<file path="src/regex_pkg.sv">
package regex_pkg;

  localparam int LANES      = 4;    // one lane per char plus end-of-string
  localparam int FIFO_DEPTH = 16;   // threads per lane
  localparam int PROG_DEPTH = 256;  // program words

  typedef logic [7:0] pc_t;
  typedef logic [7:0] char_t;
  typedef logic [1:0] lane_t;  // also the string length

  // opcodes
  localparam logic [1:0] OP_MATCH  = 2'd0;  // consume operand char
  localparam logic [1:0] OP_JMP    = 2'd1;  // goto operand
  localparam logic [1:0] OP_SPLIT  = 2'd2;  // fork to pc+1 and operand
  localparam logic [1:0] OP_ACCEPT = 2'd3;

  // 16-bit program word
  typedef struct packed {
    logic [5:0] unused;
    logic [1:0] op;
    pc_t        operand;
  } instr_t;

  // one job, char 0 in the low bits
  typedef struct packed {
    lane_t                  len;
    char_t [LANES-1:0]      chars;
  } job_t;

endpackage

</file>
<file path="src/pc_arbiter.sv">
`timescale 1ns/1ns

module pc_arbiter import regex_pkg::*; (
  input  logic clk,
  input  logic reset,
  input  logic in0_valid,
  input  pc_t  in0_pc,
  output logic in0_ready,
  input  logic in1_valid,
  input  pc_t  in1_pc,
  output logic in1_ready,
  output logic out_valid,
  output pc_t  out_pc,
  input  logic out_ready
);

  logic last_grant;  // 1 when in1 won last
  logic grant1;

  // round robin only matters when both request
  always_comb begin
    if (in0_valid && in1_valid) begin
      grant1 = ~last_grant;
    end else begin
      grant1 = in1_valid;
    end
  end

  assign out_valid = in0_valid | in1_valid;
  assign out_pc    = grant1 ? in1_pc : in0_pc;
  assign in0_ready = out_ready & ~grant1;
  assign in1_ready = out_ready & grant1;

  always_ff @(posedge clk) begin
    if (reset) begin
      last_grant <= 1'b0;
    end else if (out_valid && out_ready) begin
      last_grant <= grant1;  // remember winner of this transfer
    end
  end

endmodule

</file>
<file path="config.mk">
export PLATFORM = sky130hd
export DESIGN_NAME = pc_arbiter
export DESIGN_NICKNAME = d
export VERILOG_FILES = /design/src/regex_pkg.sv /design/src/pc_arbiter.sv
export SDC_FILE = /design/constraint.sdc
export NUM_CORES = 1
export LEC_CHECK = 0
export ABC_CLOCK_PERIOD_IN_PS = 1100
export BUFFER_PORTS_ARGS = -buffer_cell sky130_fd_sc_hd__buf_2
export CAP_MARGIN = 20
export CORE_AREA = 2 2 39 41
export CTS_BUF_LIST = sky130_fd_sc_hd__clkbuf_4 sky130_fd_sc_hd__clkbuf_8
export CTS_CLUSTER_SIZE = 12
export DETAILED_ROUTE_END_ITERATION = 16
export DIE_AREA = 0 0 41 43
export SYNTH_ARGS = -nofsm -noshare
export SYNTH_HDL_FRONTEND = slang
export SYNTH_SLANG_ARGS = --single-unit
</file>
<file path="constraint.sdc">
create_clock -name clk -period 1.1 [get_ports clk]
set_input_delay 0.11 -clock clk [delete_from_list [all_inputs] [get_ports clk]]
set_output_delay 0.11 -clock clk [all_outputs]
set_load 0.01 [all_outputs]
</file>
-- Yosys cells after proc, flatten, opt, wreduce, memory -nomap -nowiden
Cells that the tools add are included.
- ROM bits: 0
- memories: 0
- bits in latches: 0
- logic and storage cells: 10
- output and inout bits: 11
- RAM bits: 0
- flip-flop bits (word level): 1
- input bits: 21
- muxes and demuxes: 2
- add/subtract/negate cells: 0
- $mul: 0
- bitwise operators: 5
- eq/ne operators: 0
- order comparisons: 0
- div/mod/pow operators: 0
- shift operators: 0
- reduce and logical (&&, ||, !) cells: 2
- operators with widths (kind ; number):
    $mux W8 ; 1
    $and A1 B1 Y1 ; 2
    $logic_and A1 B1 Y1 ; 2
    $not A1 Y1 ; 2
    $mux W1 ; 1
    $or A1 B1 Y1 ; 1

-- Logic depth before layout (Yosys ltp)
- depth in word-level cells: 4
- mapped depth: 2
- mapped depth without buffers: 2

-- Least setup slack after synthesis
OpenSTA, ideal clock, no wires.
- path type: flip-flop to output port
- start: register last_grant
- end: output port out_pc[0]
- data arrival time: 963 ps
- setup slack: 27 ps
- buffers on the path: 0
- cell stages (with the launch flop): 3
- cell sequence: dfxtp_1 -> a21boi_4 -> mux2_2
- cells in the longest elaborated chain, start to end: 3
- RTL lines (what ; line ; RTL):
    from (decl) ; pc_arbiter.sv:17 ; logic last_grant;
    from (signal assigned) ; pc_arbiter.sv:38 ; last_grant <= grant1;
    $not A1 Y1 ; pc_arbiter.sv:23 ; grant1 = ~last_grant;
    $mux W1 ; pc_arbiter.sv:22 ; if (in0_valid && in1_valid) begin
    $mux W8 ; pc_arbiter.sv:30 ; assign out_pc = grant1 ? in1_pc : in0_pc;
    to (decl) ; pc_arbiter.sv:13 ; output pc_t out_pc,
Every way passes these cells.

-- Worst setup path after layout
- start: register last_grant
- end: output port out_pc[4]
Same word-level chain as after synthesis.

==> metrics <==
clk_skew 0 ns; Nets 72; final hold violations 0; Die X 41 um; post-synthesis register bit count 1; RD Place Congestion 0.6112; vias in the first global route 249; global route overflow 0; PD cells 540.3 mW/mm2; setup violators final 8; Crit Path Max Fanout 10; Clock Pin Slew Worst Setup and Hold Paths 0 ns; final core utilization 30.83%; Gate Count Post-Synth 15; XOR/XNOR Fraction of Synth Area 0%; Final min period 1.185 ns; Worst Tran Pin Value 0.2026 ns; Ant. Diodes 0; commonest non-fill, non-tap cell in the layout buf_2; Post-Syn Area 165.2 um2; max reg flops 1; Reg2Reg Depth 3; CP Buf/Inv Count 2; I/O Buffers 31; setup TNS -0.6306 ns; Hold-fix buffers, CTS 0; Detail Route Antenna Nets 0; Max Freq 843.8 MHz; area share of fa/ha/maj cells after synthesis 0%; area delta synth->final 158.3%; maximum vdd drop 0.1533 mV; worst rel slew slack 86.40%; synthesized net count 36; worst hold endpoint last_grant$_SDFFE_PP0P_; Core Area 0.001384 mm2; post-synthesis mux area share 54.55%; worst hold path depth 2; fin worst setup slack -0.08515 ns; Finished Cell Area 426.7 um2; Initial Utilization 11.93%; Synth cell types 8; final WL 639 um; HP Start reset; Avg Inst Size Synth 11.01 um2; Hold/Removal Path Class in2reg; placed cell count 64; top flop regs last_grant (1); dominant cell type by area after synthesis mux2_2; Startpoint Class flop; most flop-heavy register last_grant; DRC 0; register area share after synthesis 12.12%; Crit Path Class reg2out; global-route usage over all layers 7.300%; Static Leak 0.2204 nW; R2R setup slack 0.34 ns; Critical Path RT 0.99 ns; DP Wirelength 495.2 um; Ys Warns 0; Site Rows 14; largest net degree at the start of global routing 11; Non-Filler Instances 65; first-pass GRT wire length 938 um; delay-heaviest family, CP multiplexers; # Max-Cap Violations 0; Yosys top cell area share 54.55%; commonest cells after routing, fill and taps aside 23 x buf_2, 8 x mux2_2, 8 x buf_6, 2 x buf_4; vias per cell 3.954; Iter 0 DRT Violations 3; total number of vias 257; hold_ws 0.2805 ns; Place WS -0.1402 ns; failing checks setup timing; die height 43 um; io pins 32; Synth area leaders mux2_2 55%, dfxtp_1 12%, a21boi_4 11%; CP endpoint kind output pin; fin crit share 107.7%; Die ar. 0.001763 mm2; initial antenna violation count 0; total iterations of the first detailed-routing run 2; compound-cell area share of the yosys netlist 19.70%; WL/cell 9.831 um; Power Total 230.5 uW; Simple-Gate Fraction of Synth Area 13.64%; Placed Area 355.3 um2; crit path cell chain a21boi_4 > buf_12 > mux2_2 > buf_6; status complete, but fails checks; max incr delay on CP 0.34 ns; RSZ-0062 raised after global routing true; share of cells above drive strength 1 95.92%; Slowest cell on crit path mux2_2; crit path DAT 1.08 ns; worst reg2reg endpoint last_grant$_SDFFE_PP0P_; clk_lat worst skew 0 ns; largest family of logic cells by synthesized area multiplexers; Max Slew Vio Count 0; reg2reg start last_grant$_SDFFE_PP0P_
-- where the power goes --
part,switching [mW],internal (mW)
sequential,0.00250,0.0402
clock,0,0
combinational,0.0650,0.123
total,0.0675,0.163
-- logic make-up after synthesis --
family / Yosys count
and+or+nand+nor: 3
DFF: 1
AOI/OAI and AO/OA: 3
muxes: 8
-- cells in the mapped netlist (all sizes together) --
cell type	instances
and2b	1
a21oi	1
mux2	8
a21boi	1
or2	1
and2	1
dfxtp	1
a311oi	1
-- how the worst max path moves through the flow --
stage / start / end / slack [ns] / cells after the start
2_1_floorplan: last_grant$_SDFFE_PP0P_ / out_pc[0] / 0.03 / 2
3_3_place_gp: last_grant$_SDFFE_PP0P_ / out_pc[2] / -0.11 / 3
3_5_place_dp: last_grant$_SDFFE_PP0P_ / out_pc[0] / -0.14 / 3
4_1_cts: last_grant$_SDFFE_PP0P_ / out_pc[6] / -0.09 / 4
5_1_grt: last_grant$_SDFFE_PP0P_ / out_pc[4] / -0.11 / 4
6_report: last_grant$_SDFFE_PP0P_ / out_pc[4] / -0.09 / 4
-- timing repair --
item | in CTS | in global routing
setup endpoints to repair | 9 | 8
buffers inserted | 1 | 0
resized for setup | 8 | 1
pin swaps | 1 | 0
-- layer usage --
layer	global-route usage (%)	wire length [um]	vias to the layer above	part of all wire (%)
met5	0	0	-	0
met3	1.571	101	0	16
li1	-	-	127	-
met4	0	0	0	0
met1	7.302	235	108	37
met2	14.69	302	22	47
-- area by class of cell --
cell class | instances | area (um2)
multi-input cells | 14 | 145.1
well taps | 16 | 20.02
fillers | 146 | 957.2
repair buffers | 34 | 240.2
flip-flops and latches | 1 | 21.27
Power figures use the tool's default switching activity.
