[src/regex_pkg.sv]
package regex_pkg;

  localparam int LANES      = 4;    // one lane per char plus end-of-string
  localparam int FIFO_DEPTH = 16;   // threads per lane
  localparam int PROG_DEPTH = 256;  // program words

  typedef logic [7:0] pc_t;
  typedef logic [7:0] char_t;
  typedef logic [1:0] lane_t;  // also the string length

  // opcodes
  localparam logic [1:0] OP_MATCH  = 2'd0;  // consume operand char
  localparam logic [1:0] OP_JMP    = 2'd1;  // goto operand
  localparam logic [1:0] OP_SPLIT  = 2'd2;  // fork to pc+1 and operand
  localparam logic [1:0] OP_ACCEPT = 2'd3;

  // 16-bit program word
  typedef struct packed {
    logic [5:0] unused;
    logic [1:0] op;
    pc_t        operand;
  } instr_t;

  // one job, char 0 in the low bits
  typedef struct packed {
    lane_t                  len;
    char_t [LANES-1:0]      chars;
  } job_t;

endpackage

[src/engine_control.sv]
`timescale 1ns/1ns

module engine_control import regex_pkg::*; (
  input  logic                clk,
  input  logic                reset,
  input  logic                req,
  input  job_t                job,
  output logic                ack,
  output logic                matched,
  output logic                start_valid,
  output pc_t                 start_pc,
  input  logic                start_ready,
  output char_t [LANES-1:0]   lane_char,
  output logic  [LANES-1:0]   lane_at_end,
  output logic  [LANES-1:0]   lane_enable,
  input  logic  [LANES-1:0]   cpu_busy,
  input  logic  [LANES-1:0]   cpu_accept,
  input  logic  [LANES-1:0]   fifo_empty
);

  typedef enum logic [2:0] {
    st_idle,
    st_inject,
    st_run,
    st_done,
    st_release
  } state_t;

  state_t     state;
  job_t       job_r;
  logic       req_q;     // for edge detect
  logic       idle_cnt;  // one quiet cycle already seen
  logic       all_idle;

  assign all_idle    = (&fifo_empty) && !(|cpu_busy);
  assign ack         = (state == st_done);
  assign start_valid = (state == st_inject);
  assign start_pc    = '0;  // programs start at 0

  // per-lane view of the latched string
  always_comb begin
    for (int i = 0; i < LANES; i++) begin
      lane_char[i]   = job_r.chars[i];
      lane_at_end[i] = (lane_t'(i) == job_r.len);
      lane_enable[i] = (lane_t'(i) <= job_r.len);
    end
  end

  always_ff @(posedge clk) begin
    if (state == st_idle && req && !req_q) begin
      job_r <= job;
    end
  end

  always_ff @(posedge clk) begin
    if (reset) begin
      state    <= st_idle;
      req_q    <= 1'b0;
      matched  <= 1'b0;
      idle_cnt <= '0;
    end else begin
      req_q <= req;
      case (state)
        st_idle: begin
          if (req && !req_q) begin
            matched <= 1'b0;
            state   <= st_inject;
          end
        end
        st_inject: begin
          idle_cnt <= '0;
          if (start_ready) state <= st_run;
        end
        st_run: begin
          if (|cpu_accept) matched <= 1'b1;  // sticky until next job
          if (!all_idle) begin
            idle_cnt <= '0;
          end else if (idle_cnt == 1'b1) begin
            state <= st_done;  // second quiet cycle in a row
          end else begin
            idle_cnt <= 1'b1;
          end
        end
        st_done: begin
          if (!req) state <= st_release;
        end
        st_release: state <= st_idle;  // ack already low here
        default:    state <= st_idle;
      endcase
    end
  end

endmodule

[config.mk]
export PLATFORM = sky130hd
export DESIGN_NAME = engine_control
export DESIGN_NICKNAME = d
export VERILOG_FILES = /design/src/regex_pkg.sv /design/src/engine_control.sv
export SDC_FILE = /design/constraint.sdc
export NUM_CORES = 1
export LEC_CHECK = 0
export ABC_AREA = 1
export BUFFER_PORTS_ARGS = -buffer_cell sky130_fd_sc_hd__clkbuf_2
export CAP_MARGIN = 10
export CORE_MARGIN = 3
export CORE_UTILIZATION = 45
export CTS_BUF_LIST = sky130_fd_sc_hd__clkbuf_4
export DETAILED_ROUTE_END_ITERATION = 6
export GPL_TIMING_DRIVEN = 1
export PLACE_DENSITY = 0.82
export SYNTH_ARGS = -nofsm -noshare
export SYNTH_HDL_FRONTEND = slang
export SYNTH_SLANG_ARGS = --single-unit
[constraint.sdc]
create_clock -name clk -period 3.1 [get_ports clk]
set_input_delay 0.155 -clock clk [delete_from_list [all_inputs] [get_ports clk]]
set_output_delay 0.155 -clock clk [all_outputs]
set_load 0.03 [all_outputs]
== Word-level counts from Yosys, hierarchy flattened ==
Cells that the tools add are included.
Operators by class
  $mul: 0
  bitwise logic cells: 0
  equality and inequality tests: 12
  div/mod/pow operators: 0
  magnitude comparators: 4
  add/subtract/negate cells: 0
  shifts and indexed selects: 0
  mux-type cells: 11
  reductions and logical operators: 15
Operator list (number)
  $mux W3: 5
  $pmux W3 S4: 1
  $ne A2 B2 Y1 const B: 4
  $reduce_or A4 Y1: 2
  $eq A3 B2 Y1 const B: 2
  $reduce_and A5 Y1: 1
  $eq A2 B2 Y1 const A: 2
  $le A1 B2 Y1 const A: 2
  $le A2 B2 Y1 const A: 2
  $logic_and A1 B1 Y1: 4
  $ne A2 B1 Y1 const B: 2
  $pmux W1 S2: 2
  $reduce_and A4 Y1: 1
  $reduce_bool A2 Y1: 2
  $eq A3 B1 Y1 const B: 1
  $logic_not A3 Y1: 1
  $mux W1: 3
  $reduce_and A3 Y1: 1
  $eq A1 B2 Y1 const A: 1
  $logic_not A1 Y1: 2
  $logic_not A2 Y1: 1
Storage, ports and cells
  logic and storage cells: 51
  bits in latches: 0
  register bits: 40
  memory bits (writable): 0
  output and inout port bits: 51
  bits of input ports: 50
  memories kept: 0
  memory bits (read-only): 0

== Logic depth before layout (Yosys ltp) ==
  depth after elaboration: 5
  depth in mapped cells: 8
  gate-level depth less buffers: 8

== Worst setup path after synthesis ==
No wires, ideal clock.
  path type: register -> register
  start point: register state[0]
  end point: register job_r[32] in the netlist's numbering (enable)
  arrival: 1.977 ns
  clock period less this slack: 2.402 ns
  required time: 2.675 ns
  cell stages (with the launch flop): 4
  library setup time: 0.425 ns
  slack: 0.698 ns
  cells stage by stage: dfxtp_1 -> nor2_2 -> nand2_1 -> nor2_1
On the way
  cells in the longest elaborated chain, start to end: 3
Ends and longest elaborated chain
  start: declaration: line engine_control.sv:29  | state_t state;
  start signal: assignment: line engine_control.sv:57  | state <= st_idle;
  start signal: assignment: line engine_control.sv:67  | state <= st_inject;
  start signal: assignment: line engine_control.sv:72  | if (start_ready) state <= st_run;
  $logic_not A3 Y1: line engine_control.sv:50  | if (state == st_idle && req && !req_q) begin
  $logic_and A1 B1 Y1 (2 in a row): line engine_control.sv:50
  end signal: assignment: line engine_control.sv:51  | job_r <= job;
  end: declaration: line engine_control.sv:30  | job_t job_r;
No other way between the ends.
A chain may end at the register's enable or synchronous reset.

== Final worst setup path ==
Same ends and word-level chain as after synthesis.

==> impl_metrics.py <==
metrics = {
    "floorplan": {
        "initial_core_util_pct": 49.1,
        "dieArea_mm2": 0.00459,
        "io-pin-count": 101,
        "die_h_um": 67.8,
        "core-area_mm2": 0.00349,
        "die_w_um": 67.8,
        "rows": 21,
    },
    "detailed_routing": {
        "ant_nets": 0,
        "drt_iter0_drc": 56,
        "drc_errors": 0,
        "viasPerCell": 4.24,
        "wl_per_cell_um": 11.9,
        "vias": 1197,
        "dr.pass1.iters": 4,
        "drt_wl_total_um": 3350,
    },
    "placement": {
        "place_ws_ps": 1380,
        "place_congestion": 0.766,
        "place_hpwl_um": 2340,
        "io_buffer_count": 91,
    },
    "cts": {
        "clk_latency_ps": 330,
        "cts-htree-levels": 2,
        "cts_tree": "yes",
        "cts_hold_buf": 34,
        "cts.sinks": 40,
        "cts_root_buf": "clkbuf_4",
        "cts_setup_buffers": 0,
        "ctsResizeCount": 0,
        "cts_max_path_buffers": 2,
        "cts_buffers": 5,
        "clk_pin_slew_ps": 110,
    },
    "yosys": {
        "synth_area_per_cell_um2": 12.3,
        "netlist_area_mm2": 0.00172,
        "synthDistinctLibCells": 19,
        "netlist_instances": 139,
        "yosys_warnings": 0,
        "yosysSeqAreaShare_pct": 66.5,
        "ys_ff_latch": 40,
    },
    "sta": {
        "setup_viol_count_final": 0,
        "worst_slew_pin_slew_ps": 880,
        "setup_slack_ps": 1370,
        "rsz0062_at_grt": "false",
        "slew_violations": 0,
        "setup_tns_ps": 0,
        "period_needed_ps": 1730,
        "skew_ps": 9.67,
        "maxSlewHeadroom_pct": 41.2,
        "fmax_mhz": 577,
        "finalHoldViolCount": 0,
        "finalCritPeriodShare_pct": 55.9,
    },
    "cells_and_area": {
        "area_growth_syn_to_layout_pct": 37.5,
        "n_antenna_cell": 0,
        "final_nets": 285,
        "drive_above_1_share_pct": 44.5,
    },
    "setup_path": {
        "cp.arrival_ps": 1690,
        "crit_chain": "nor2_2 -> nand2_1 -> nor2_4",
        "cp_slowest_stage_delay_ps": 680,
        "crit_family": "simple AND/OR/NAND/NOR gates",
        "r2r-start": "state[0]$_SDFFE_PP0P_",
        "worstPathRequired_ps": 3060,
        "startpoint": "state[0]$_SDFFE_PP0P_",
        "path_class": "register to register",
        "worstPathBufferInverterCount": 0,
        "crit_path_end_kind": "register",
        "startpoint_type": "register",
        "cp_max_fo": 34,
        "crit_slowest_cell": "nor2_4",
    },
    "global_routing": {
        "grt_max_degree": 35,
        "grt_overflow": 0,
        "grt_pass1_vias": 1122,
        "grt_pass1_wl_um": 4820,
        "antenna_found_initial": 0,
        "grt_usage_pct": 14.6,
    },
    "min_path": {
        "hold_path.class": "primary input to register",
        "min-delay-start": "reset",
    },
    "power": {
        "power_density_mw_per_mm2": 700,
        "p_leak_uw": 0.00111,
        "vdd_drop_max_mv": 0.380,
    },
    "run": {
        "maxCapViolations": 0,
    },
    "outcome": {
        "status": "finished clean",
    },
}
-- per-stage QoR --
| step | util [%] | cells | power [uW] | hold slack [ps] | area (um^2) |
|---|---|---|---|---|---|
| 4_1_cts | 67.5 | 282 | 1670 | 26.9 | 2360 |
| 3_5_place_dp | 55.6 | 240 | 1310 | 334 | 1940 |
| 3_3_place_gp | 55.6 | 240 | 1300 | 332 | 1940 |
| 5_1_grt | 67.5 | 282 | 1740 | 51.0 | 2360 |
| 2_1_floorplan | - | 146 | 1250 | 224 | 1740 |
| 6_report | 67.5 | 282 | 1650 | 55.7 | 2360 |
-- cell type report --
class	instances	area [um^2]
Sequential cell	40	1140
Clock buffer	5	37.5
Tap cell	46	57.6
Fill cell	282	1130
Timing Repair Buffer	125	796
Clock inverter	3	37.5
Multi-Input combinational cell	50	241
Inverter	13	48.8
-- state kept, by name, summed over array words and instances (netlist names) --
name	count
lane_char	32
state	3
job_r	2
req_q	1
matched	1
idle_cnt	1
-- layer usage --
| metal | wire length [um] | GRT usage (%) |
|---|---|---|
| met5 | 0 | 0 |
| met2 | 1840 | 27.1 |
| met1 | 1060 | 13.8 |
| met4 | 13 | 4.56 |
| met3 | 431 | 6.99 |
-- final timing paths --
path,slack (ps),end,depth (start not counted)
max,1370,job_r[32]$_DFFE_PP_,3
min,60,idle_cnt$_SDFFE_PP0P_,2
max reg2reg,1370,job_r[32]$_DFFE_PP_,3
min reg2reg,490,idle_cnt$_SDFFE_PP0P_,2
-- logic make-up (layout without fill, tap and decap cells) --
kind of cell | after synthesis | after routing | share of synthesized area [%]
simple gates | 36 | 36 | 10.1
compound gates | 5 | 5 | 1.60
buf+inv | 56 | 146 | 21.4
flops | 40 | 40 | 66.5
other cells | 2 | 9 | 0.437
-- cell usage in the layout (no fill, tap or decap), drive strengths merged --
cell type and n:
o21ai 1, bufinv 1, clkbuf 96, and2 1
o31ai 1, nand2 12, conb 9, dlygate4sd3 34
a21oi 3, clkinv 2, dfxtp 6, or2 1
nand3 7, inv 13, nor2 14, edfxtp 34
nor3 1
-- power by group --
part | switching (uW) | total, uW | internal [uW]
Sequential | 37.8 | 753 | 715
Combinational | 418 | 580 | 161
Clock | 154 | 319 | 165
-- cells in the mapped netlist (all sizes together) --
| library cell | instances | share of area, % |
|---|---|---|
| and2 | 1 | 0.36 |
| or2 | 1 | 0.36 |
| edfxtp | 34 | 59 |
| o31ai | 1 | 0.44 |
| inv | 13 | 2.8 |
| conb | 2 | 0.44 |
| dfxtp | 6 | 7.0 |
| clkbuf | 1 | 0.22 |
| o21ai | 1 | 0.29 |
| nor2 | 14 | 4.2 |
| nor3 | 1 | 0.29 |
| nand3 | 7 | 2.0 |
| a21oi | 3 | 0.87 |
| buf | 42 | 18 |
| nand2 | 12 | 2.8 |
(Power assumes the default switching activity.)
