--- config.mk ---
export PLATFORM = sky130hd
export DESIGN_NAME = pc_fifo
export DESIGN_NICKNAME = d
export VERILOG_FILES = /design/src/regex_pkg.sv /design/src/pc_fifo.sv
export SDC_FILE = /design/constraint.sdc
export NUM_CORES = 1
export LEC_CHECK = 0
export BUFFER_PORTS_ARGS = -buffer_cell sky130_fd_sc_hd__buf_2
export CAP_MARGIN = 20
export CORE_AREA = 5 5 128 130
export CTS_CLUSTER_DIAMETER = 80
export DETAILED_ROUTE_END_ITERATION = 6
export DIE_AREA = 0 0 133 135
export PLACE_DENSITY_LB_ADDON = 0.08
export SLEW_MARGIN = 20
export SYNTH_ARGS = -nofsm -noshare
export SYNTH_HDL_FRONTEND = slang
export SYNTH_SLANG_ARGS = --single-unit
export TNS_END_PERCENT = 1
--- constraint.sdc ---
create_clock -name clk -period 2.5 [get_ports clk]
set_input_delay 0.375 -clock clk [delete_from_list [all_inputs] [get_ports clk]]
set_output_delay 0.375 -clock clk [all_outputs]
set_load 0.02 [all_outputs]
--- src/regex_pkg.sv ---
package regex_pkg;

  localparam int LANES      = 4;    // one lane per char plus end-of-string
  localparam int FIFO_DEPTH = 16;   // threads per lane
  localparam int PROG_DEPTH = 256;  // program words

  typedef logic [7:0] pc_t;
  typedef logic [7:0] char_t;
  typedef logic [1:0] lane_t;  // also the string length

  // opcodes
  localparam logic [1:0] OP_MATCH  = 2'd0;  // consume operand char
  localparam logic [1:0] OP_JMP    = 2'd1;  // goto operand
  localparam logic [1:0] OP_SPLIT  = 2'd2;  // fork to pc+1 and operand
  localparam logic [1:0] OP_ACCEPT = 2'd3;

  // 16-bit program word
  typedef struct packed {
    logic [5:0] unused;
    logic [1:0] op;
    pc_t        operand;
  } instr_t;

  // one job, char 0 in the low bits
  typedef struct packed {
    lane_t                  len;
    char_t [LANES-1:0]      chars;
  } job_t;

endpackage

--- src/pc_fifo.sv ---
`timescale 1ns/1ns

module pc_fifo import regex_pkg::*; (
  input  logic clk,
  input  logic reset,
  input  logic wr_valid,
  input  pc_t  wr_pc,
  output logic wr_ready,
  output logic rd_valid,
  output pc_t  rd_pc,
  input  logic rd_ready,
  output logic empty
);

  pc_t                             mem [FIFO_DEPTH];
  logic [$clog2(FIFO_DEPTH)-1:0]   wr_ptr;
  logic [$clog2(FIFO_DEPTH)-1:0]   rd_ptr;
  logic [$clog2(FIFO_DEPTH):0]     count;
  logic                            full;
  logic                            push;
  logic                            pop;

  assign wr_ready = ~full;
  assign rd_valid = ~empty;
  assign rd_pc    = mem[rd_ptr];
  assign push     = wr_valid & wr_ready;
  assign pop      = rd_valid & rd_ready;

  always_ff @(posedge clk) begin
    if (push) begin
      mem[wr_ptr] <= wr_pc;
    end
  end

  // flags registered alongside the count
  always_ff @(posedge clk) begin
    if (reset) begin
      wr_ptr <= '0;
      rd_ptr <= '0;
      count  <= '0;
      full   <= 1'b0;
      empty  <= 1'b1;
    end else begin
      if (push) wr_ptr <= wr_ptr + 1'b1;  // wraps at depth
      if (pop)  rd_ptr <= rd_ptr + 1'b1;
      case ({push, pop})
        2'b10: begin
          count <= count + 1'b1;
          full  <= (count == FIFO_DEPTH - 1);
          empty <= 1'b0;
        end
        2'b01: begin
          count <= count - 1'b1;
          full  <= 1'b0;
          empty <= (count == 1);
        end
        default: ;  // idle or push+pop, level unchanged
      endcase
    end
  end

endmodule

# Yosys cells after proc, flatten, opt, wreduce, memory -nomap -nowiden
# Memory sizes are Yosys's and may differ from the RTL's. A register that Yosys moved wholly into a read port is not among the register bits.
# Index checks and enable logic that the tools add are counted.
word_totals:
  register_bits: 15
  latchBits: 0
  mem_bits_rw: 128
  rom_bits: 0
  input_bits: 12
  output_inout_bits: 11
  elab_cells: 26
  mem_count: 1
memory_table:
  columns: ["memory", "depth", "word_bits", "rd", "rd_ports_with_merged_regs", "write_ports", "line", "source"]
  rows:
  - ["mem", 16, 8, 1, 1, 1, "pc_fifo.sv:15", "pc_t mem [FIFO_DEPTH];"]
op_classes:
  addsub: 4
  mul: 0
  div_mod_pow: 0
  n_lt_le_gt_ge: 0
  n_eq_ne: 4
  shift: 0
  n_mux: 7
  bitwise: 4
  n_reduce_logical: 1
ops:
  columns: ["op", "n"]
  rows:
  - ["5-bit one-hot mux with 2 select lines", 1]
  - ["4-bit by 1-bit adder with 4-bit output (second input constant)", 2]
  - ["4-bit two-way mux", 2]
  - ["5-bit by 1-bit adder with 5-bit output (second input constant)", 1]
  - ["5-bit by 1-bit == test with 1-bit output (second input constant)", 1]
  - ["5-bit by 4-bit == test with 1-bit output (second input constant)", 1]
  - ["5-bit by 1-bit subtractor with 5-bit output (second input constant)", 1]
  - ["1-bit one-hot mux with 2 select lines", 2]
  - ["1-bit AND", 2]
  - ["2-bit by 1-bit == test with 1-bit output (second input constant)", 1]
  - ["2-bit == test (second input constant)", 1]
  - ["1-bit two-way mux", 2]
  - ["1-bit NOT", 2]
  - ["2-bit nonzero test", 1]

# Longest topological paths before layout
logic_depth:
  depth_word: 4
  depth_mapped: 9

# Worst setup path before layout
# No wires, ideal clock.
synth_path:
  path_kind: "reg-to-reg"
  start: "reg empty"
  end: "reg count[3]"
  setup_ps: 128
  arrival_time_ps: 1807
  t_required_ps: 2372
  path_slack_ps: 565
  path_stages_with_launch: 9
  path_buffers: 2
  synth_period_minus_slack_ps: 1935
  cell_sequence: "dfxtp_1 -> nor2b_1 -> clkbuf_1 -> ha_1 -> buf_4 -> or4b_1 -> a21oi_1 -> xnor2_1 -> nor2_1"
synth_between:
  elab_chain_cells: 4
  word_cells_on_any_way: 6
  cone_classes: "eq/ne (2); mux (1); bitwise (2); reduce/logical (1)"
synth_lines:
  columns: ["element", "line", "source"]
  rows:
  - ["start: declaration", "pc_fifo.sv:12", "output logic empty"]
  - ["start signal: assignment", "pc_fifo.sv:55", "empty <= (count == 1);"]
  - ["1-bit NOT (*)", "pc_fifo.sv:24", "assign rd_valid = ~empty;"]
  - ["1-bit AND (*)", "pc_fifo.sv:27", "assign pop = rd_valid & rd_ready;"]
  - ["via pop", "pc_fifo.sv:21", "logic pop;"]
  - ["2-bit by 1-bit == test with 1-bit output or 2-bit == test (tied branches)", "pc_fifo.sv:46", "case ({push, pop})"]
  - ["5-bit one-hot mux with 2 select lines or 2-bit nonzero test (tied branches)", null, null]
  - ["end signal: assignment", "pc_fifo.sv:48", "count <= count + 1'b1;"]
  - ["end signal: assignment", "pc_fifo.sv:53", "count <= count - 1'b1;"]
  - ["end: declaration", "pc_fifo.sv:18", "logic [$clog2(FIFO_DEPTH):0] count;"]
# The timed path passes the listed nets; every way through them passes the cells marked *.
# A chain may end at the register's enable or synchronous reset.

==> summary.md <==
| Metric | Value |
|---|---|
| Run status | complete, no violations |
| Relative slew slack | roughly two thirds |
| FP Rows | 45 |
| CTS root buffer | clkbuf_16 |
| Max-slew violation count | 0 |
| Main synth FF type | edfxtp_1 |
| Post-Place Worst Slack | around 0.29 ns |
| I/O pins | 23 |
| Final worst-path cycle share | 99.5% |
| Max incr delay on CP | approximately 0.51 ns |
| Worst path depth | 7 |
| N_diodes | 0 |
| Max Cap Viol | 0 |
| Most frequent cells after synthesis | edfxtp_1 (128), nor2_1 (27), nand2_1 (21) |
| Most common cell in the netlist | edfxtp_1 |
| Worst r2r dst | count[3] |
| Yosys synthesis warning count | 0 |
| Reg2reg start | empty |
| Clock Path Buffers | 2 |
| Post-synthesis sequential area ratio | a little under three quarters |
| Final Skew | around 0.0057 ns |
| WHS | between 0.3 and 0.4 ns |
| Core area | 0.0150 sq mm |
| Hold Startpoint | reset |
| DR vias/cell | a little over 5 |
| Top cells by area, synth | edfxtp_1 (65%), mux4_2 (6.9%), dfxtp_1 (6.5%), mux4_1 (6.3%), ha_1 (2.1%) |
| Vias in the first global route | about 3100 |
| Final setup viols | 0 |
| Initial antenna violation count | 0 |
| Final WS setup | 0.0127 ns |
| Worst Setup Path Type | flop to primary output |
| EDFF count, synth | approximately 130 |
| Area grow syn2layout | 20.2% |
| Yosys top cell by area | edfxtp_1 |
| Post-Route WL | approximately 12000 microns |
| Chip Width | 133 microns |
| Mapped Cells | around 320 |
| Clock slew at reported path FFs | 0.05 ns |
| Post-route antenna net violation count | 0 |
| GRT Resource Usage Total | around 14% |
| CTS tree | yes |
| Worst setup EP type | primary output |
| Layout cell share with drive strength beyond 1 | 30.8% |
| Fillers | 1279 |
| Cell Pwr Density | approximately 800 mW/mm^2 |
| I/O Buffers | 22 |
| Class of the worst hold path | input port to flop |
| Pin count of the biggest net entering global routing | 33 |
| Synthesized Nets | 345 |
| FFs w/ async S/R, synth | 0% |
| CP Launch Type | flop |
| Crit path max-delay family | buffers and inverters |
| Post-synth top area share | around two thirds |
| Die area | between 0.015 and 0.02 sq mm |
| HPWL after DPL | around 7600 microns |
| Unique masters post-synth | 37 |
| Fin. Hold Viols | 0 |
| R2R cell count | 7 |
| Final Non-Filler Cells | 581 |
| Unrepaired setup endpoints after global routing | true |
| WHS Endpoint | rd_ptr[3] |
| Htree depth | 4 |
| # clock sinks | roughly 150 |
| GR Overflow Total | 0 |
| Total number of vias | 2956 |
| Avg Cell Area, Syn | between 15 and 20 sq um |
| DRT iter0 DRCs | between 200 and 250 |
| GPL Wtd Cong | between 0.6 and 0.7 |
| Critical-path cell list | buf_12 -> buf_16 -> buf_4 -> mux4_2 -> a22oi_1 -> nand2_1 -> buf_2 |
| Worst reg-to-reg setup slack | about 0.78 ns |
| Cells after DPL | 539 |
| Worst-margin pin slew | 0.523 ns |
| Depth of the worst hold-timing path | 2 |
| Initial Util | between 30% and 40% |
| Leakage | roughly 2.4 nW |
| #FFs+latches synth | 147 |
| # DRC | 0 |
| Wire per inst | 20.1 microns |
| Drt first pass iters | 4 |
| Peak supply drop | about 0.00046 V |
| Fin crit period | roughly 2.5 ns |
| Number of nets in the layout | 404 |
| Inserted Clock Buffers | 17 |
| Crit Path Max Fanout | 9 |
| First-pass GRT wire length | 18100 microns |
| Post-Syn Area | approximately 0.006 sq mm |
| Worst Path Arrival | around 2.1 ns |
| Total power | around 0.0056 W |
| Height of the die | 135 microns |
| Clock latency at the later pin of the worst-skew pair | between 0.4 and 0.5 ns |
| CP required | approximately 2.1 ns |
| Fmax | between 0.4 and 0.5 GHz |
| Worst Path Buf+Inv | 4 |
| Worst path slowest cell | mux4_2 |
metal layers:
layer  part of all wire [%]  wire (microns)  track usage [%]  vias up
li1                       -               -                -     1388
met1                     46            5420             17.4     1513
met2                     50            5810             22.8       40
met3                    2.2             253             3.54       15
met4                    1.8             205             5.54        0
met5                      0               0                0        -
power by group:
group | internal (W) | total [W] | switching (W)
Combinational | 0.000195 | 0.000399 | 0.000204
Clock | 0.00154 | 0.00243 | 0.000884
Sequential | 0.00270 | 0.00272 | 0.0000225
Total | 0.00444 | 0.00555 | 0.00111
flip-flops by register name (all words and copies together) (netlist names), named ones only:
name and cells:
count 5, empty 1, full 1, mem 128, rd_ptr 4, wr_ptr 4
layout by cell type (no fill, tap or decap), drive strengths merged, types with 8 or more instances in the layout:
| master | n |
|---|---|
| a22oi | 16 |
| buf | 57 |
| clkbuf | 23 |
| dfxtp | 19 |
| edfxtp | 128 |
| ha | 10 |
| inv | 8 |
| mux4 | 32 |
| nand2 | 21 |
| nor2 | 27 |
cell families (layout without fill, tap and decap cells):
logic type,after synthesis,count (layout),share of synthesized area [%]
flip-flops,147,147,71.9
AND/OR/NAND/NOR,70,70,5.48
multiplexers,34,34,13.5
AO/OA/AOI/OAI,29,29,3.37
XOR/XNOR,7,7,1.04
adder cells (fa/ha/maj),10,10,2.13
buffers and inverters,26,96,2.54
area by class of cell:
class / instances / area, sq um / share of cell area, %
clock buffers: 22 / 444 / 6.29
flip-flops and latches: 147 / 4230 / 59.9
clock inverters: 8 / 111 / 1.58
repair buffers: 58 / 472 / 6.68
inverters: 8 / 30.0 / 0.425
well taps: 188 / 235 / 3.33
multi-input cells: 150 / 1540 / 21.8
repair_timing:
item,4_1_cts,5_1_grt
hold buffers,0,0
buffers inserted,3,7
gates cloned,1,1
gates resized for setup,12,16
pin swaps,0,5
endpoints found under the setup margin,8,8
worst max-delay path by stage:
stage,end,slack [ns],start
floorplan,count[3],0.57,empty
global placement,rd_pc[0],0.31,flop
detailed placement,rd_pc[0],0.29,flop
CTS,rd_pc[6],-0.03,flop
global route,rd_pc[1],-0.06,flop
finish,rd_pc[7],0.01,flop
through the flow:
step | TNS [ns] | instance area, sq um | utilization [%]
after floorplan | 0 | 5870 | -
after global placement | 0 | 6300 | 41.9
after detailed placement | 0 | 6300 | 41.9
after CTS | -0.132 | 6940 | 46.2
after global routing | -0.168 | 7060 | 46.9
final | 0 | 7060 | 46.9
Power figures use the tool's default switching activity.
