<file path="src/regex_pkg.sv">
package regex_pkg;

  localparam int LANES      = 4;    // one lane per char plus end-of-string
  localparam int FIFO_DEPTH = 16;   // threads per lane
  localparam int PROG_DEPTH = 256;  // program words

  typedef logic [7:0] pc_t;
  typedef logic [7:0] char_t;
  typedef logic [1:0] lane_t;  // also the string length

  // opcodes
  localparam logic [1:0] OP_MATCH  = 2'd0;  // consume operand char
  localparam logic [1:0] OP_JMP    = 2'd1;  // goto operand
  localparam logic [1:0] OP_SPLIT  = 2'd2;  // fork to pc+1 and operand
  localparam logic [1:0] OP_ACCEPT = 2'd3;

  // 16-bit program word
  typedef struct packed {
    logic [5:0] unused;
    logic [1:0] op;
    pc_t        operand;
  } instr_t;

  // one job, char 0 in the low bits
  typedef struct packed {
    lane_t                  len;
    char_t [LANES-1:0]      chars;
  } job_t;

endpackage

</file>
<file path="src/regex_cpu.sv">
`timescale 1ns/1ns

module regex_cpu import regex_pkg::*; (
  input  logic   clk,
  input  logic   reset,
  input  logic   in_valid,
  input  pc_t    in_pc,
  output logic   in_ready,
  input  char_t  lane_char,
  input  logic   lane_at_end,
  input  logic   lane_enable,
  output pc_t    fetch_addr,
  input  instr_t fetch_instr,
  output logic   same_valid,
  output pc_t    same_pc,
  input  logic   same_ready,
  output logic   fwd_valid,
  output pc_t    fwd_pc,
  input  logic   fwd_ready,
  output logic   accept_hit,
  output logic   busy
);

  typedef enum logic [2:0] {
    st_idle,
    st_exec,
    st_emit_same,
    st_emit_second,  // pc+1 of a split, operand still pending
    st_emit_fwd
  } state_t;

  state_t state;
  pc_t    pc_r;    // thread being run
  pc_t    out_pc;  // result on offer
  pc_t    alt_pc;  // second branch of a split

  assign in_ready   = (state == st_idle) && lane_enable;
  assign busy       = (state != st_idle);
  assign fetch_addr = pc_r;  // read port is combinational

  assign same_valid = (state == st_emit_same) || (state == st_emit_second);
  assign same_pc    = out_pc;
  assign fwd_valid  = (state == st_emit_fwd);
  assign fwd_pc     = out_pc;

  always_ff @(posedge clk) begin
    if (reset) begin
      state      <= st_idle;
      accept_hit <= 1'b0;
    end else begin
      accept_hit <= 1'b0;
      case (state)
        st_idle: begin
          if (in_valid && in_ready) begin
            state <= st_exec;
          end
        end
        st_exec: begin
          case (fetch_instr.op)
            OP_MATCH: begin
              // anything that fails the char test just dies
              if (!lane_at_end && lane_char == fetch_instr.operand) begin
                state <= st_emit_fwd;
              end else begin
                state <= st_idle;
              end
            end
            OP_JMP:   state <= st_emit_same;
            OP_SPLIT: state <= st_emit_second;
            default: begin
              accept_hit <= lane_at_end;  // accept only at end of string
              state      <= st_idle;
            end
          endcase
        end
        st_emit_second: begin
          if (same_ready) state <= st_emit_same;
        end
        st_emit_same: begin
          if (same_ready) state <= st_idle;
        end
        st_emit_fwd: begin
          if (fwd_ready) state <= st_idle;
        end
        default: state <= st_idle;
      endcase
    end
  end

  // thread and result registers
  always_ff @(posedge clk) begin
    if (state == st_idle && in_valid && in_ready) begin
      pc_r <= in_pc;
    end
    if (state == st_exec) begin
      alt_pc <= fetch_instr.operand;
      if (fetch_instr.op == OP_JMP) begin
        out_pc <= fetch_instr.operand;
      end else begin
        out_pc <= pc_r + 8'd1;  // match and split both go to pc+1
      end
    end
    if (state == st_emit_second && same_ready) begin
      out_pc <= alt_pc;
    end
  end

endmodule

</file>
<file path="config.mk">
export PLATFORM = sky130hd
export DESIGN_NAME = regex_cpu
export DESIGN_NICKNAME = d
export VERILOG_FILES = /design/src/regex_pkg.sv /design/src/regex_cpu.sv
export SDC_FILE = /design/constraint.sdc
export NUM_CORES = 1
export LEC_CHECK = 0
export ABC_CLOCK_PERIOD_IN_PS = 1390
export BUFFER_PORTS_ARGS = -buffer_cell sky130_fd_sc_hd__buf_2
export CAP_MARGIN = 15
export CORE_MARGIN = 1.5
export CORE_UTILIZATION = 41
export DETAILED_ROUTE_END_ITERATION = 8
export PLACE_DENSITY = 0.76
export SLEW_MARGIN = 10
export SYNTH_ARGS = -nofsm -noshare
export SYNTH_HDL_FRONTEND = slang
export SYNTH_SLANG_ARGS = --single-unit
</file>
<file path="constraint.sdc">
create_clock -name clk -period 1.39 [get_ports clk]
set_input_delay 0 -clock clk [delete_from_list [all_inputs] [get_ports clk]]
set_output_delay 0 -clock clk [all_outputs]
set_load 0.1 [all_outputs]
</file>
# After elaboration in Yosys (flattened, before gate mapping)
# Cells that the tools add are included.
word_totals:
  register_bits: 28
  mem_bits_rw: 0
  latchBits: 0
  wordCells: 42
  mem_bits_ro: 0
  memories: 0
  inputBits: 39
  out_inout_bits: 29
classes:
  n_reduce_logical: 14
  magnitude_cmp: 0
  div: 0
  bitwise_logic: 1
  add_sub_neg: 1
  mul: 0
  shifts: 0
  n_mux: 10
  eq_ne: 11
ops:
  columns: ["cell", "n"]
  rows:
  - ["two-way mux 8 bit", 3]
  - ["two-way mux 3 bit", 5]
  - ["one-hot mux 3 bit (5 select lines)", 1]
  - ["one-hot mux 3 bit (3 select lines)", 1]
  - ["adder 8 x 1 -> 8 bit, second input constant", 1]
  - ["== test 8 bit", 1]
  - ["== test 3 x 2 -> 1 bit, second input constant", 2]
  - ["logical AND 1 bit", 6]
  - ["OR reduction 5 bit", 1]
  - ["inequality test 2 x 1 -> 1 bit, second input constant", 2]
  - ["inequality test 2 bit, second input constant", 2]
  - ["AND reduction 4 bit", 1]
  - ["== test 3 x 1 -> 1 bit, second input constant", 1]
  - ["== test 3 bit, second input constant", 1]
  - ["zero test 3 bit", 1]
  - ["nonzero test 3 bit", 1]
  - ["== test 2 x 1 -> 1 bit, second input constant", 1]
  - ["== test 2 bit, second input constant", 1]
  - ["zero test 2 bit", 1]
  - ["nonzero test 2 bit", 1]
  - ["zero test 1 bit", 1]
  - ["logical OR 1 bit", 1]
  - ["NOT 1 bit", 1]

# Depth between registers and ports, before layout
logic_depth:
  word_depth: 5
  ltp_mapped: 7
  mapped_depth_nobuf: 6

# Worst setup path before layout
# No wires, ideal clock.
synth_path:
  path_type: "register to output"
  start: "reg state[2]"
  end: "out in_ready"
  stages_incl_launch_ff: 3
  setup_slack_ps: -1164
  t_required_ps: 1390
  n_path_buf: 0
  t_arrival_ps: 2554
  cell_sequence: "dfxtp_1 or3_1 nor2_1"
synth_via:
  elab_chain_len: 2
synth_lines:
  columns: ["element", "line_no", "rtl"]
  rows:
  - ["start: declaration", "regex_cpu.sv:32", "state_t state;"]
  - ["start signal: assignment", "regex_cpu.sv:48", "state <= st_idle;"]
  - ["start signal: assignment", "regex_cpu.sv:55", "state <= st_exec;"]
  - ["start signal: assignment", "regex_cpu.sv:63", "state <= st_emit_fwd;"]
  - ["zero test 3 bit", "regex_cpu.sv:37", "assign in_ready = (state == st_idle) && lane_enable;"]
  - ["logical AND 1 bit", "regex_cpu.sv:37", null]
  - ["end: declaration", "regex_cpu.sv:8", "output logic in_ready,"]
# No other way between the ends.

# Worst setup path in the final report
layout_path:
  start: "reg state[2]"
  end: "reg state[2]"
layout_via:
  elab_chain_len: 5
  elab_cells_between_ends: 13
  classes_between: "8 x eq/ne; 1 x mux; 4 x reduce/logical"
layout_lines:
  columns: ["element", "line_no", "rtl"]
  rows:
  - ["zero test 3 bit", "regex_cpu.sv:37, regex_cpu.sv:52", null]
  - ["logical AND 1 bit", "regex_cpu.sv:37", null]
  - ["logical AND 1 bit", "regex_cpu.sv:54", "if (in_valid && in_ready) begin"]
  - ["inequality test 2 x 1 -> 1 bit (no line)", null, null]
  - ["AND reduction 4 bit (no line)", null, null]
# Parallel ways exist; a longest one is shown, timed or not.
# A chain may end at the register's enable or synchronous reset.

==> impl_metrics.json <==
{
  "antenna_cells": 0,
  "worstSetupEndpointType": "flop",
  "rr_worst_depth": 4,
  "synth_top_family_by_area": "simple AND/OR/NAND/NOR gates",
  "htree_levels": 1,
  "grt_pass1_vias": 1158,
  "required_ns": 1.64,
  "finalHoldViolations": 3,
  "power.density_mw_per_mm2": 853,
  "die_w_um": 62.2,
  "violations": "hold timing, setup timing",
  "grt_max_degree": 16,
  "period_needed_ns": 1.48,
  "crit_chain": "or4b_4 -> nor4b_4 -> nand3_1 -> o31ai_2",
  "hp-class": "input pin to flop",
  "cts_buffer_depth": 2,
  "crit_arrival_ns": 1.73,
  "finalSetupViolCount": 3,
  "io_pins": 68,
  "synthAdderAreaFrac_pct": 4.35,
  "maxCapViolCount": 0,
  "die_area_mm2": 0.00387,
  "slowest_delay_ns": 0.56,
  "clkSinkCount": 28,
  "path_clk_slew_ns": 0.14,
  "dr.pass1.iters": 4,
  "worst_skew_pair.late_latency_ns": 0.33,
  "ys_ff_latch": 28,
  "wl_mm": 3.44,
  "viasPerCell": 4.81,
  "max_slew_margin_pct": 67.0,
  "synth_compound_area_share_pct": 8.44,
  "synthSimpleGateAreaFrac_pct": 16.3,
  "design_area_mm2": 0.00222,
  "core-area_mm2": 0.00334,
  "ant_nets": 0,
  "root_buffer": "clkbuf_4",
  "syn_inst": 128,
  "post-route-period-util_pct": 107,
  "die_h_um": 62.2,
  "hold-worst-slack_ns": -0.131,
  "cp_num_buf_inv": 0,
  "placed_area_mm2": 0.00191,
  "rows": 21,
  "nets": 261,
  "antenna_found_initial": 0,
  "cp_num_cells": 4,
  "cp_top_family": "simple AND/OR/NAND/NOR gates",
  "start_kind": "flop",
  "synthesis.area_mm2": 0.00144,
  "start_util_pct": 43.1,
  "dr.first_iter.drc_count": 38,
  "tritoncts": "done",
  "port_buffers": 61,
  "slew_viol_final": 0,
  "pre_cts_ws_ns": -0.0351,
  "area_delta_synth_final_pct": 54.3,
  "postCtsHoldBufs": 18,
  "yosys_warnings": 0,
  "vdd_drop_max_uv": 495,
  "rsz0062_at_grt": "yes",
  "routed-via-count": 1259,
  "muxShareOfSynthArea_pct": 1.39,
  "tightestPinTransition_ns": 0.499,
  "fin_skew_ns": 0.00169,
  "drive_above_1_share_pct": 44.9,
  "cts_buffers": 3,
  "hold_path_depth": 2,
  "stdcell_count": 262,
  "place.gp.congestion": 0.785,
  "cp_max_fo": 4,
  "synth_largest_area_cell": "edfxtp_1",
  "fmax_mhz": 674,
  "grt_pass1_wl_mm": 5.41,
  "avgRoutedWirePerCell_um": 13.1,
  "avgSynthCellArea_um2": 11.2,
  "leakage_nw": 0.942,
  "fin_ws_ns": -0.0935,
  "grt-ovfl-total": 0,
  "dp_cells": 237,
  "cp_slowest_cell": "or4b_4",
  "synth.distinct_cells": 31,
  "synthXorXnorAreaFrac_pct": 7.31,
  "final.setup.tns_ns": -0.201,
  "setup.worst_path.class": "flop to flop",
  "grt_util_all_layers_pct": 17.9,
  "syn-num-nets": 172,
  "hpwl_mm": 2.36,
  "status": "finished, violations left",
  "synth_top_cells_by_area": "edfxtp_1 50%, dfxtp_1 5.6%, xor2_1 5.5%, ha_1 4.4%, o21ai_0 4.2%",
  "drc": 0,
  "yosys.area.top_type_share_pct": 50.1,
  "ys_seq_area_share_pct": 55.7
}
==> flip-flops by register name, summed over array words and instances (netlist names) <==
register and cells:
alt_pc 8, fetch_addr 8, fwd_pc 8, state 3, accept_hit 1
==> per-layer routing <==
layer | routed length [um] | vias up | share of wire [%] | global-route usage (%)
li1 | - | 630 | - | -
met1 | 1410 | 572 | 41 | 21.3
met2 | 1760 | 52 | 51 | 32.6
met3 | 226 | 5 | 6.6 | 3.26
met4 | 45 | 0 | 1.3 | 5.83
met5 | 0 | - | 0 | 0
==> cell type report <==
class	instances	area, um2
sequential	28	805
inverter	7	26.3
clock buffer	4	26.3
fill	242	1120
multi-input combinational	83	618
tap	46	57.6
timing repair buffer	94	686
==> report_power, final <==
group	switching (mW)	internal, mW	total, mW
registers	0.0190	0.953	0.972
clock network	0.231	0.113	0.344
logic	0.388	0.189	0.577
total	0.638	1.25	1.89
==> path summary, 6_finish.rpt <==
check	startpoint	end	slack [ns]
setup / recovery	state[2]	state[2]	-0.09
hold reg to reg	state[0]	state[1]	0.53
hold / removal	reset	state[1]	-0.13
setup reg to reg	state[2]	state[2]	-0.09
==> worst reg2reg max path, delay by kind of cell, from the launching register on <==
kind | cells | cell delay [ns]
simple gates | 3 | 0.96
flops | 1 | 0.36
compound gates | 1 | 0.09
==> synthesized netlist by cell type, drive strengths merged <==
| master | n |
|---|---|
| nand4 | 1 |
| nor4 | 2 |
| inv | 7 |
| a211oi | 1 |
| ha | 5 |
| nor2 | 7 |
| or4b | 1 |
| nand2b | 4 |
| and3 | 2 |
| dfxtp | 4 |
| or2b | 1 |
| o21ai | 12 |
| a31oi | 2 |
| or3 | 1 |
| nor4b | 1 |
| a32oi | 1 |
| nor2b | 1 |
| a21oi | 2 |
| xnor2 | 3 |
| edfxtp | 24 |
| buf | 8 |
| nand2 | 9 |
| and2b | 2 |
| clkbuf | 2 |
| o31ai | 2 |
| nand3 | 6 |
| nor3 | 4 |
| o21a | 1 |
| nor3b | 1 |
| xor2 | 9 |
| mux2i | 2 |
==> layout by cell type, fill, tap and decap left out, types with 2 or more instances in the layout <==
cell type       n
buf_2          57
edfxtp_1       24
dlygate4sd3_1  18
buf_4          10
xor2_1          9
nand2_1         8
o21ai_0         7
inv_1           6
o21ai_1         5
nand3_1         5
buf_12          5
nor2_1          4
ha_1            4
buf_6           4
nand2b_1        3
xnor2_1         3
nor3_1          3
clkbuf_4        3
dfxtp_2         3
and2b_1         2
a31oi_1         2
mux2i_1         2
a21oi_1         2
nor2_4          2
nor4_1          2
==> per-stage QoR <==
stage,total power [mW],utilization [%]
3_3_place_gp,1.49,57.2
6_report,1.89,66.5
3_5_place_dp,1.49,57.2
5_1_grt,1.96,66.5
4_1_cts,1.86,64.0
2_1_floorplan,1.36,-
==> repair_timing <==
action,in CTS,in global routing
hold endpoints to repair,20,3
resized for setup,7,16
endpoints found under the setup margin,4,8
setup buffers,1,2
pin swaps,0,5
==> logic make-up after synthesis <==
kind of cell,Yosys count
flops,28
mux,2
compound gates,21
fa+ha+maj,5
xor+xnor,12
simple gates,43
buf+inv,17
Power figures use the tool's default switching activity.
